--- config.mk ---
export PLATFORM = sky130hd
export DESIGN_NAME = avr_core
export DESIGN_NICKNAME = d
export VERILOG_FILES = /design/src/hw/avr_types_pkg.sv /design/src/hw/avr_isa_pkg.sv /design/src/hw/avr_decoder.sv /design/src/hw/avr_regfile.sv /design/src/hw/avr_alu.sv /design/src/hw/avr_core.sv
export SDC_FILE = /design/constraint.sdc
export NUM_CORES = 1
export LEC_CHECK = 0
export ABC_AREA = 1
export BUFFER_PORTS_ARGS = -buffer_cell sky130_fd_sc_hd__buf_2
export CORE_MARGIN = 3
export CORE_UTILIZATION = 30
export CTS_CLUSTER_SIZE = 8
export DETAILED_ROUTE_END_ITERATION = 7
export GPL_TIMING_DRIVEN = 0
export PLACE_DENSITY = 0.58
export SLEW_MARGIN = 20
export SYNTH_ARGS = -nofsm -noshare
export SYNTH_HDL_FRONTEND = slang
export SYNTH_SLANG_ARGS = --single-unit
--- constraint.sdc ---
create_clock -name clock -period 4.25 [get_ports clock]
set_clock_uncertainty 0.05 [all_clocks]
set_input_delay 0.425 -clock clock [delete_from_list [all_inputs] [get_ports clock]]
set_output_delay 0.425 -clock clock [all_outputs]
set_load 0.05 [all_outputs]
--- src/hw/avr_types_pkg.sv ---
package avr_types_pkg;

    // Basic widths of the core
    typedef logic [7:0]  data_t;     // Register or memory byte
    typedef logic [15:0] addr_t;     // Program or data address
    typedef logic [15:0] instr_t;    // One opcode word
    typedef logic [4:0]  reg_idx_t;  // R0 to R31

    // Status register, bit 7 down to bit 0
    typedef struct packed {
        logic i;    // Global interrupt enable
        logic t;    // Bit copy storage
        logic h;    // Half carry
        logic s;    // Sign flag (n xor v)
        logic v;    // Two's complement overflow
        logic n;    // Negative
        logic z;    // Zero
        logic c;    // Carry
    } sreg_t;

    // X pointer lives in R27:R26
    localparam reg_idx_t X_LO_IDX = 5'd26;
    localparam reg_idx_t X_HI_IDX = 5'd27;

endpackage

--- src/hw/avr_isa_pkg.sv ---
package avr_isa_pkg;

    // ----------------------------------------
    // ALU operations
    // ----------------------------------------
    typedef enum logic [4:0] {
        PASS,   // Second operand straight through (LDI, MOV)
        ADD,
        ADC,
        SUB,    // Also CP, CPI, SUBI
        SBC,    // Also CPC, SBCI
        AND,
        EOR,
        OR,
        COM,    // Ones complement
        NEG,    // Twos complement
        SWAP,   // Nibble exchange
        INC,
        DEC,
        LSR,
        ASR,
        ROR     // Through carry
    } alu_op_e;

    // ----------------------------------------
    // Instruction classes seen by the core
    // ----------------------------------------
    typedef enum logic [2:0] {
        NOP,
        ALU,        // Register result and SREG
        BRANCH,     // BRBS and BRBC
        RJMP,
        LD,         // Two cycles
        ST,
        ILLEGAL     // Executed as NOP
    } op_class_e;

endpackage

--- src/hw/avr_decoder.sv ---
module avr_decoder (
    input  avr_types_pkg::instr_t   instr_i,
    output avr_isa_pkg::op_class_e  op_class_o,
    output avr_isa_pkg::alu_op_e    alu_op_o,
    output avr_types_pkg::reg_idx_t rd_o,
    output avr_types_pkg::reg_idx_t rr_o,
    output avr_types_pkg::data_t    imm_o,
    output logic                    use_imm_o,
    output logic                    write_rd_o,
    output logic                    write_sreg_o,
    output avr_types_pkg::addr_t    offset_o,
    output logic [2:0]              branch_bit_o,
    output logic                    branch_set_o,
    output logic                    post_inc_o
);

    import avr_isa_pkg::*;

    // Fixed fields, meaningful only for the classes that use them
    assign imm_o        = {instr_i[11:8], instr_i[3:0]};
    assign rr_o         = {instr_i[9], instr_i[3:0]};
    assign branch_bit_o = instr_i[2:0];
    assign branch_set_o = ~instr_i[10];    // BRBS has bit 10 clear
    assign post_inc_o   = instr_i[0];      // X+ form

    always_comb begin
        op_class_o   = ILLEGAL;
        alu_op_o     = PASS;
        rd_o         = instr_i[8:4];
        use_imm_o    = 1'b0;
        write_rd_o   = 1'b0;
        write_sreg_o = 1'b0;
        offset_o     = {{9{instr_i[9]}}, instr_i[9:3]};   // Branch k

        casez (instr_i)
            16'b0000_0000_0000_0000: op_class_o = NOP;

            // Immediate group, Rd only from R16 up
            16'b0011_????_????_????,
            16'b01??_????_????_????: begin
                op_class_o   = ALU;
                rd_o         = {1'b1, instr_i[7:4]};
                use_imm_o    = 1'b1;
                write_rd_o   = instr_i[15:12] != 4'b0011;  // CPI only compares
                write_sreg_o = 1'b1;
                case (instr_i[14:12])
                    3'b100:  alu_op_o = SBC;
                    3'b110:  alu_op_o = OR;
                    3'b111:  alu_op_o = AND;
                    default: alu_op_o = SUB;    // CPI, SUBI
                endcase
            end

            // Two-register group
            16'b00??_????_????_????: begin
                op_class_o   = ALU;
                write_rd_o   = (instr_i[13:10] != 4'b0001) && (instr_i[13:10] != 4'b0101);
                write_sreg_o = instr_i[13:10] != 4'b1011;  // MOV keeps flags
                case (instr_i[13:10])
                    4'b0001, 4'b0010: alu_op_o = SBC;    // CPC, SBC
                    4'b0011: alu_op_o = ADD;
                    4'b0101, 4'b0110: alu_op_o = SUB;    // CP, SUB
                    4'b0111: alu_op_o = ADC;
                    4'b1000: alu_op_o = AND;
                    4'b1001: alu_op_o = EOR;
                    4'b1010: alu_op_o = OR;
                    4'b1011: alu_op_o = PASS;
                    default: op_class_o = ILLEGAL;       // MOVW, CPSE
                endcase
            end

            16'b1110_????_????_????: begin      // LDI
                op_class_o = ALU;
                rd_o       = {1'b1, instr_i[7:4]};
                use_imm_o  = 1'b1;
                write_rd_o = 1'b1;
            end

            16'b1100_????_????_????: begin
                op_class_o = RJMP;
                offset_o   = {{4{instr_i[11]}}, instr_i[11:0]};
            end

            16'b1111_0???_????_????: op_class_o = BRANCH;
            16'b1001_000?_????_110?: op_class_o = LD;
            16'b1001_001?_????_110?: op_class_o = ST;

            // Single-operand group
            16'b1001_010?_????_????: begin
                op_class_o   = ALU;
                write_rd_o   = 1'b1;
                write_sreg_o = 1'b1;
                case (instr_i[3:0])
                    4'b0000: alu_op_o = COM;
                    4'b0001: alu_op_o = NEG;
                    4'b0010: alu_op_o = SWAP;
                    4'b0011: alu_op_o = INC;
                    4'b0101: alu_op_o = ASR;
                    4'b0110: alu_op_o = LSR;
                    4'b0111: alu_op_o = ROR;
                    4'b1010: alu_op_o = DEC;
                    default: op_class_o = ILLEGAL;
                endcase
            end

            default: op_class_o = ILLEGAL;
        endcase
    end

endmodule

--- src/hw/avr_regfile.sv ---
module avr_regfile (
    input  logic                    clock,
    input  logic                    reset_i,
    input  avr_types_pkg::reg_idx_t rd_idx_i,
    input  avr_types_pkg::reg_idx_t rr_idx_i,
    input  logic                    we_i,
    input  avr_types_pkg::reg_idx_t wr_idx_i,
    input  avr_types_pkg::data_t    wr_data_i,
    input  logic                    x_we_i,
    input  avr_types_pkg::addr_t    x_data_i,
    output avr_types_pkg::data_t    rd_data_o,
    output avr_types_pkg::data_t    rr_data_o,
    output avr_types_pkg::addr_t    x_o
);

    import avr_types_pkg::*;

    data_t regs [32];   // R0 to R31

    assign rd_data_o = regs[rd_idx_i];
    assign rr_data_o = regs[rr_idx_i];
    assign x_o       = {regs[X_HI_IDX], regs[X_LO_IDX]};

    always_ff @(posedge clock) begin
        if (reset_i) begin
            regs <= '{default: '0};
        end else begin
            if (we_i) regs[wr_idx_i] <= wr_data_i;
            if (x_we_i) begin                   // Pointer post-increment
                regs[X_LO_IDX] <= x_data_i[7:0];
                regs[X_HI_IDX] <= x_data_i[15:8];
            end
        end
    end

    // Core never schedules a byte write onto the X pair during a pointer update
    assert property (@(posedge clock) disable iff (reset_i)
        !(we_i && x_we_i && (wr_idx_i == X_LO_IDX || wr_idx_i == X_HI_IDX)))
        else $error("byte write and X write collide on R26/R27");

endmodule

--- src/hw/avr_alu.sv ---
module avr_alu (
    input  avr_isa_pkg::alu_op_e  op_i,
    input  avr_types_pkg::data_t  a_i,      // Rd
    input  avr_types_pkg::data_t  b_i,      // Rr or K
    input  avr_types_pkg::sreg_t  sreg_i,
    output avr_types_pkg::data_t  result_o,
    output avr_types_pkg::sreg_t  sreg_o
);

    import avr_types_pkg::*;
    import avr_isa_pkg::*;

    logic [8:0] sum9;
    logic [8:0] diff9;
    logic       carry_in;
    logic       add_v;
    logic       sub_v;
    logic       add_h;
    logic       sub_h;
    data_t      res;
    sreg_t      flags;

    // ----------------------------------------
    // Adder and subtractor
    // ----------------------------------------
    assign carry_in = (op_i == ADC || op_i == SBC) ? sreg_i.c : 1'b0;
    assign sum9     = {1'b0, a_i} + {1'b0, b_i} + {8'd0, carry_in};
    assign diff9    = {1'b0, a_i} - {1'b0, b_i} - {8'd0, carry_in};

    // Overflow from the sign bits
    assign add_v = (a_i[7] & b_i[7] & ~sum9[7]) | (~a_i[7] & ~b_i[7] & sum9[7]);
    assign sub_v = (a_i[7] & ~b_i[7] & ~diff9[7]) | (~a_i[7] & b_i[7] & diff9[7]);

    // Borrow or carry out of bit 3
    assign add_h = (a_i[3] & b_i[3]) | (b_i[3] & ~sum9[3]) | (~sum9[3] & a_i[3]);
    assign sub_h = (~a_i[3] & b_i[3]) | (b_i[3] & diff9[3]) | (diff9[3] & ~a_i[3]);

    // ----------------------------------------
    // Result and flags per operation
    // ----------------------------------------
    always_comb begin
        res   = b_i;
        flags = sreg_i;

        case (op_i)
            PASS: res = b_i;
            ADD, ADC: begin
                res     = sum9[7:0];
                flags.h = add_h;
                flags.v = add_v;
                flags.c = sum9[8];
            end
            SUB, SBC: begin
                res     = diff9[7:0];
                flags.h = sub_h;
                flags.v = sub_v;
                flags.c = diff9[8];     // Borrow
            end
            AND: res = a_i & b_i;
            EOR: res = a_i ^ b_i;
            OR:  res = a_i | b_i;
            COM: begin
                res     = ~a_i;
                flags.c = 1'b1;
            end
            NEG: begin
                res     = 8'd0 - a_i;
                flags.h = res[3] | a_i[3];
                flags.v = res == 8'h80;
                flags.c = a_i != 8'd0;
            end
            SWAP: res = {a_i[3:0], a_i[7:4]};
            INC: begin
                res     = a_i + 8'd1;
                flags.v = res == 8'h80;
            end
            DEC: begin
                res     = a_i - 8'd1;
                flags.v = res == 8'h7F;
            end
            LSR, ASR, ROR: begin
                case (op_i)
                    LSR:     res = {1'b0, a_i[7:1]};
                    ASR:     res = {a_i[7], a_i[7:1]};
                    default: res = {sreg_i.c, a_i[7:1]};
                endcase
                flags.c = a_i[0];
                flags.v = res[7] ^ a_i[0];      // n xor c after the shift
            end
            default: res = 8'h00;
        endcase

        // Logic group clears V
        if (op_i == AND || op_i == EOR || op_i == OR || op_i == COM) flags.v = 1'b0;

        // Common N, Z, S except where SREG stays put
        if (op_i != PASS && op_i != SWAP) begin
            flags.n = res[7];
            flags.z = (res == 8'h00) && (op_i != SBC || sreg_i.z);   // SBC chains Z
            flags.s = flags.n ^ flags.v;
        end
    end

    assign result_o = res;
    assign sreg_o   = flags;

    // Decoder always resolves to a defined operation
    always_comb begin
        assert (!$isunknown(op_i)) else $error("ALU operation is unknown");
    end

endmodule

--- src/hw/avr_core.sv ---
module avr_core (
    input  logic                   clock,
    input  logic                   reset_i,
    // Program memory
    output avr_types_pkg::addr_t   pc_o,
    input  avr_types_pkg::instr_t  instr_i,     // Word at pc_o
    // Data memory
    output avr_types_pkg::addr_t   address_o,
    input  avr_types_pkg::data_t   data_i,      // Byte at address_o
    output avr_types_pkg::data_t   data_o,
    output logic                   wren_o
);

    import avr_types_pkg::*;
    import avr_isa_pkg::*;

    op_class_e  op_class;
    alu_op_e    alu_op;
    reg_idx_t   rd_idx;
    reg_idx_t   rr_idx;
    data_t      imm;
    data_t      rd_data;
    data_t      rr_data;
    data_t      alu_b;
    data_t      alu_result;
    data_t      wb_data;
    logic       use_imm;
    logic       write_rd;
    logic       write_sreg;
    logic       branch_set;
    logic       post_inc;
    logic [2:0] branch_bit;
    addr_t      offset;
    addr_t      x_ptr;
    addr_t      pc_inc;
    sreg_t      sreg_q;
    sreg_t      sreg_next;
    logic [7:0] sreg_bits;
    logic       ld_phase_q;     // Second cycle of LD
    logic       rf_we;
    logic       x_we;
    logic       branch_taken;

    avr_decoder decoder_i (
        .instr_i      (instr_i),
        .op_class_o   (op_class),
        .alu_op_o     (alu_op),
        .rd_o         (rd_idx),
        .rr_o         (rr_idx),
        .imm_o        (imm),
        .use_imm_o    (use_imm),
        .write_rd_o   (write_rd),
        .write_sreg_o (write_sreg),
        .offset_o     (offset),
        .branch_bit_o (branch_bit),
        .branch_set_o (branch_set),
        .post_inc_o   (post_inc)
    );

    // ----------------------------------------
    // Write-back and pointer control
    // ----------------------------------------
    assign rf_we   = (op_class == ALU && write_rd) || (op_class == LD && ld_phase_q);
    assign wb_data = ld_phase_q ? data_i : alu_result;
    assign x_we    = post_inc && (op_class == ST || (op_class == LD && !ld_phase_q));
    assign alu_b   = use_imm ? imm : rr_data;

    avr_regfile regfile_i (
        .clock     (clock),
        .reset_i   (reset_i),
        .rd_idx_i  (rd_idx),
        .rr_idx_i  (rr_idx),
        .we_i      (rf_we),
        .wr_idx_i  (rd_idx),
        .wr_data_i (wb_data),
        .x_we_i    (x_we),
        .x_data_i  (x_ptr + 16'd1),
        .rd_data_o (rd_data),
        .rr_data_o (rr_data),
        .x_o       (x_ptr)
    );

    avr_alu alu_i (
        .op_i     (alu_op),
        .a_i      (rd_data),
        .b_i      (alu_b),
        .sreg_i   (sreg_q),
        .result_o (alu_result),
        .sreg_o   (sreg_next)
    );

    // ----------------------------------------
    // Sequencer
    // ----------------------------------------
    assign pc_inc       = pc_o + 16'd1;
    assign sreg_bits    = sreg_q;
    assign branch_taken = sreg_bits[branch_bit] == branch_set;

    always_ff @(posedge clock) begin
        if (reset_i) begin
            pc_o       <= '0;
            ld_phase_q <= 1'b0;
            sreg_q     <= '0;
            address_o  <= '0;
            data_o     <= '0;
            wren_o     <= 1'b0;
        end else begin
            wren_o <= 1'b0;     // Store strobe lasts one cycle
            case (op_class)
                RJMP:   pc_o <= pc_inc + offset;
                BRANCH: pc_o <= branch_taken ? pc_inc + offset : pc_inc;
                LD: begin
                    if (ld_phase_q) pc_o <= pc_inc;
                    else address_o <= x_ptr;    // PC holds for the data phase
                    ld_phase_q <= ~ld_phase_q;
                end
                ST: begin
                    address_o <= x_ptr;
                    data_o    <= rd_data;
                    wren_o    <= 1'b1;
                    pc_o      <= pc_inc;
                end
                default: pc_o <= pc_inc;        // NOP, ALU, illegal
            endcase
            if (op_class == ALU && write_sreg) sreg_q <= sreg_next;
        end
    end

    // A store strobe never lands in the middle of a load
    assert property (@(posedge clock) disable iff (reset_i) ld_phase_q |-> !wren_o)
        else $error("wren_o high during LD data phase");

endmodule

==> reports/results.ini <==
[cts]
cts.sinks=304
htree_levels=2
clockBufferDepth=3
clkTransAtPathRegs_ns=0.05
cts_buffers=44
cts_tree=yes
cts_root_buffer=clkbuf_16
clock_latency_ns=0.60

[global_routing]
grt_overflow_total=0
grt_max_degree=14
globalRouteMet3Util=0.0823
grt_usage=0.261
met1_usage=0.345
met2_usage=0.377
grt.busiest_layer=met2
grt_pass1_wl_mm=138
grt_pass1_vias=21312
antenna_found_initial=1

[power_and_ir_drop]
internal_power_w=0.00573
pwr-share-comb=0.332
switching_share=0.378
design_power_total_w=0.00922
power.switching_w=0.00349
powerDensity_nw_per_um2=382
p_leak_nw=11.1
vdd_drop_max_mv=0.223
power_frac_clock=0.353
pwr-share-seq=0.315

[final_layout]
layout_commonest_cell=nand2_1
most-common-layout-cells=nand2_1, inv_1, nor2_1
syn_to_final_growth_pct=19.9
n_fill_cell=7248
drive_above_1_share=0.155
final_nets=3449

[synthesis]
synth_edf_count=0
synth_xor_area_frac=0.0161
syn_inst=3203
avgSynthCellArea_um2=6.29
synthMuxAreaShare=0
synth_top_family_by_area=simple AND/OR/NAND/NOR gates
ys_top_cells_by_area=dfxtp_1, nand2_1, o21ai_0
ys_ff_latch=304
synth_warnings=0
yosys.area_share.simple=0.264
yosysSeqAreaShare=0.302
synth_nets=3288
async_reset_ff_frac=0
yosysTopAreaCell=dfxtp_1
ys.flop_type=dfxtp_1
syn-cell-area_um2=20100
ys_types=51
synth_compound_area_frac=0.249
synth-adder-area-share=0.0392
synth_top_area_frac=0.302

[setup_path]
crit_family=simple AND/OR/NAND/NOR gates
worst-path-buf-inv=7
cp_slowest_stage_delay_ns=0.50
critical_path_class=in2reg
cp_max_fo=10
crit_required_ns=4.64
crit_slowest_cell=nand4_1
arrival_ns=4.84
cp-end-kind=flip-flop
crit_path_start_kind=primary input

[timing]
setup_viol=122
whs_ns=0.141
rsz0062_at_grt=yes
period_minus_slack_ns=4.46
slew_viol_final=0
period_share=1.05
finalHoldViolations=0
worst_slack_ns=-0.206
maxSlewHeadroom=0.201
max_freq_ghz=0.224
worst_slew_pin_slew_ns=1.20

[route]
drt_first_iter_violations=3072
vias=23331
avgViaCountPerCell=5.51
wl_per_cell_um=22.5
drt_first_pass_iters=8
drc_errors=9
ant_nets=0
wl_mm=95.4

[floorplanning]
rows=94
pin_count=67
floorplan.initialDensity=0.305
core_area_um2=66100
die_h_um=265
die_w_um=265
die_area_um2=70300

[outcome]
status=finished, violations left
violations=design-rule violations, negative setup slack

[placed_design]
dp_slack_ns=-2.27
place_congestion=0.999
hpwl_mm=68.4
io_buffers=61

[flow_run]
cap_violations=0

[worst_hold_path]
min_path_type=in2reg

==> kinds of logic (layout without fill, tap and decap cells) <==
logic type | Yosys count | count (layout)
AND/OR/NAND/NOR | 1257 | 1257
AO/OA/AOI/OAI | 924 | 924
XOR/XNOR | 37 | 37
buffers and inverters | 622 | 789
other | 0 | 2
adder cells (fa/ha/maj) | 59 | 59
flip-flops | 304 | 304
==> final timing paths <==
path,slack (ns),startpoint,endpoint,cells past startpoint
max reg2reg,-0.12,regfile_i.x_o[3],regfile_i.regs[238],27
min,0.14,data_i[4],regfile_i.x_o[4],3
max,-0.21,instr_i[0],regfile_i.regs[238],29
min reg2reg,0.43,address_o[6],address_o[6],2
==> through the flow <==
stage / setup TNS, ns / util / instances / cell area (um^2)
after detailed placement: -424.32 / 0.326 / 4128 / 21500
after global placement: -424.34 / 0.326 / 4128 / 21500
after floorplan: 0 / - / 3203 / 20200
after CTS: -3.08 / 0.356 / 4211 / 23500
after global routing: -20.93 / 0.365 / 4234 / 24200
final: -12.33 / 0.365 / 4236 / 24200
==> cell type report <==
type / count / area [um^2] / share of cell area
sequential: 304 / 6100 / 0.252
clock inverter: 4 / 50.0 / 0.00207
antenna: 2 / 5.00 / 0.000207
inverter: 442 / 1700 / 0.0702
clock buffer: 48 / 1130 / 0.0466
buffer: 178 / 1220 / 0.0505
tap: 864 / 1080 / 0.0448
timing repair buffer: 117 / 893 / 0.0370
multi-input combinational: 2277 / 12000 / 0.496
==> state kept, by name, indices dropped and copies added (netlist names) <==
signal / flops
regfile_i.regs: 240
address_o: 16
pc_o: 16
regfile_i.x_o: 16
data_o: 8
sreg_bits: 6
ld_phase_q: 1
wren_o: 1
==> power by group through the flow <==
stage	combinational [W]	clock (W)	sequential, W
floorplan	0.00148	0	0.00299
global placement	0.00240	0	0.00297
detailed placement	0.00239	0	0.00297
CTS	0.00266	0.00329	0.00291
global route	0.00321	0.00339	0.00291
finish	0.00306	0.00326	0.00291
==> worst reg2reg max path, cell delays in order, from the launching register on <==
cell and delay [ns]:
dfxtp_1 0.39, inv_1 0.22, nand2_1 0.11, nand2_1 0.08
nand2_1 0.07, nand2_1 0.05, nand2_1 0.05, nand2_1 0.07
nand2_1 0.14, nand2_1 0.12, nor2_4 0.38, ha_1 0.40
ha_1 0.41, a21oi_4 0.08, or2_4 0.25, nand2_1 0.07
a21oi_2 0.05, inv_1 0.07, nand2_1 0.06, nand2_1 0.08
o22ai_2 0.07, nand3b_1 0.25, nor2_4 0.18, nand2_4 0.10
nand2_8 0.10, buf_12 0.14, buf_8 0.14, a21oi_2 0.05
==> per-layer routing <==
metal	part of all wire	wire length [um]
met5	0.00044	42
met2	0.40	38300
met1	0.40	38400
met4	0.065	6160
met3	0.13	12400
==> timing repair <==
action / in CTS / in global routing
hold buffers: 0 / 0
endpoints found under the setup margin: 262 / 230
endpoints found under the hold margin: 0 / 0
gates cloned: 2 / 6
pin swaps: 29 / 37
buffers inserted: 30 / 18
resized for setup: 185 / 115
==> synth_stat cells (2+ instances only) <==
cell type	number
a31oi_1	7
o22ai_1	137
buf_1	8
a211oi_1	4
nand3b_1	7
or2_2	12
nand2_2	24
o211ai_1	35
nor4_1	2
o21ai_1	53
o31ai_1	2
o21ai_2	6
clkbuf_1	71
dfxtp_1	304
xor2_1	28
buf_6	13
o21ai_0	356
buf_2	68
a21oi_1	290
nand2_1	592
o2111ai_1	2
a22oi_1	10
nor3_1	19
nand3_1	165
inv_2	25
xnor2_1	9
ha_1	52
nor2_4	8
or2_0	3
fa_1	7
nand3_2	5
nand4_1	27
inv_1	414
nor2_1	366
nor2_2	21
o21bai_1	5
o21a_1	11
inv_4	2
or2_1	2
buf_4	20
Power figures use the tool's default switching activity.
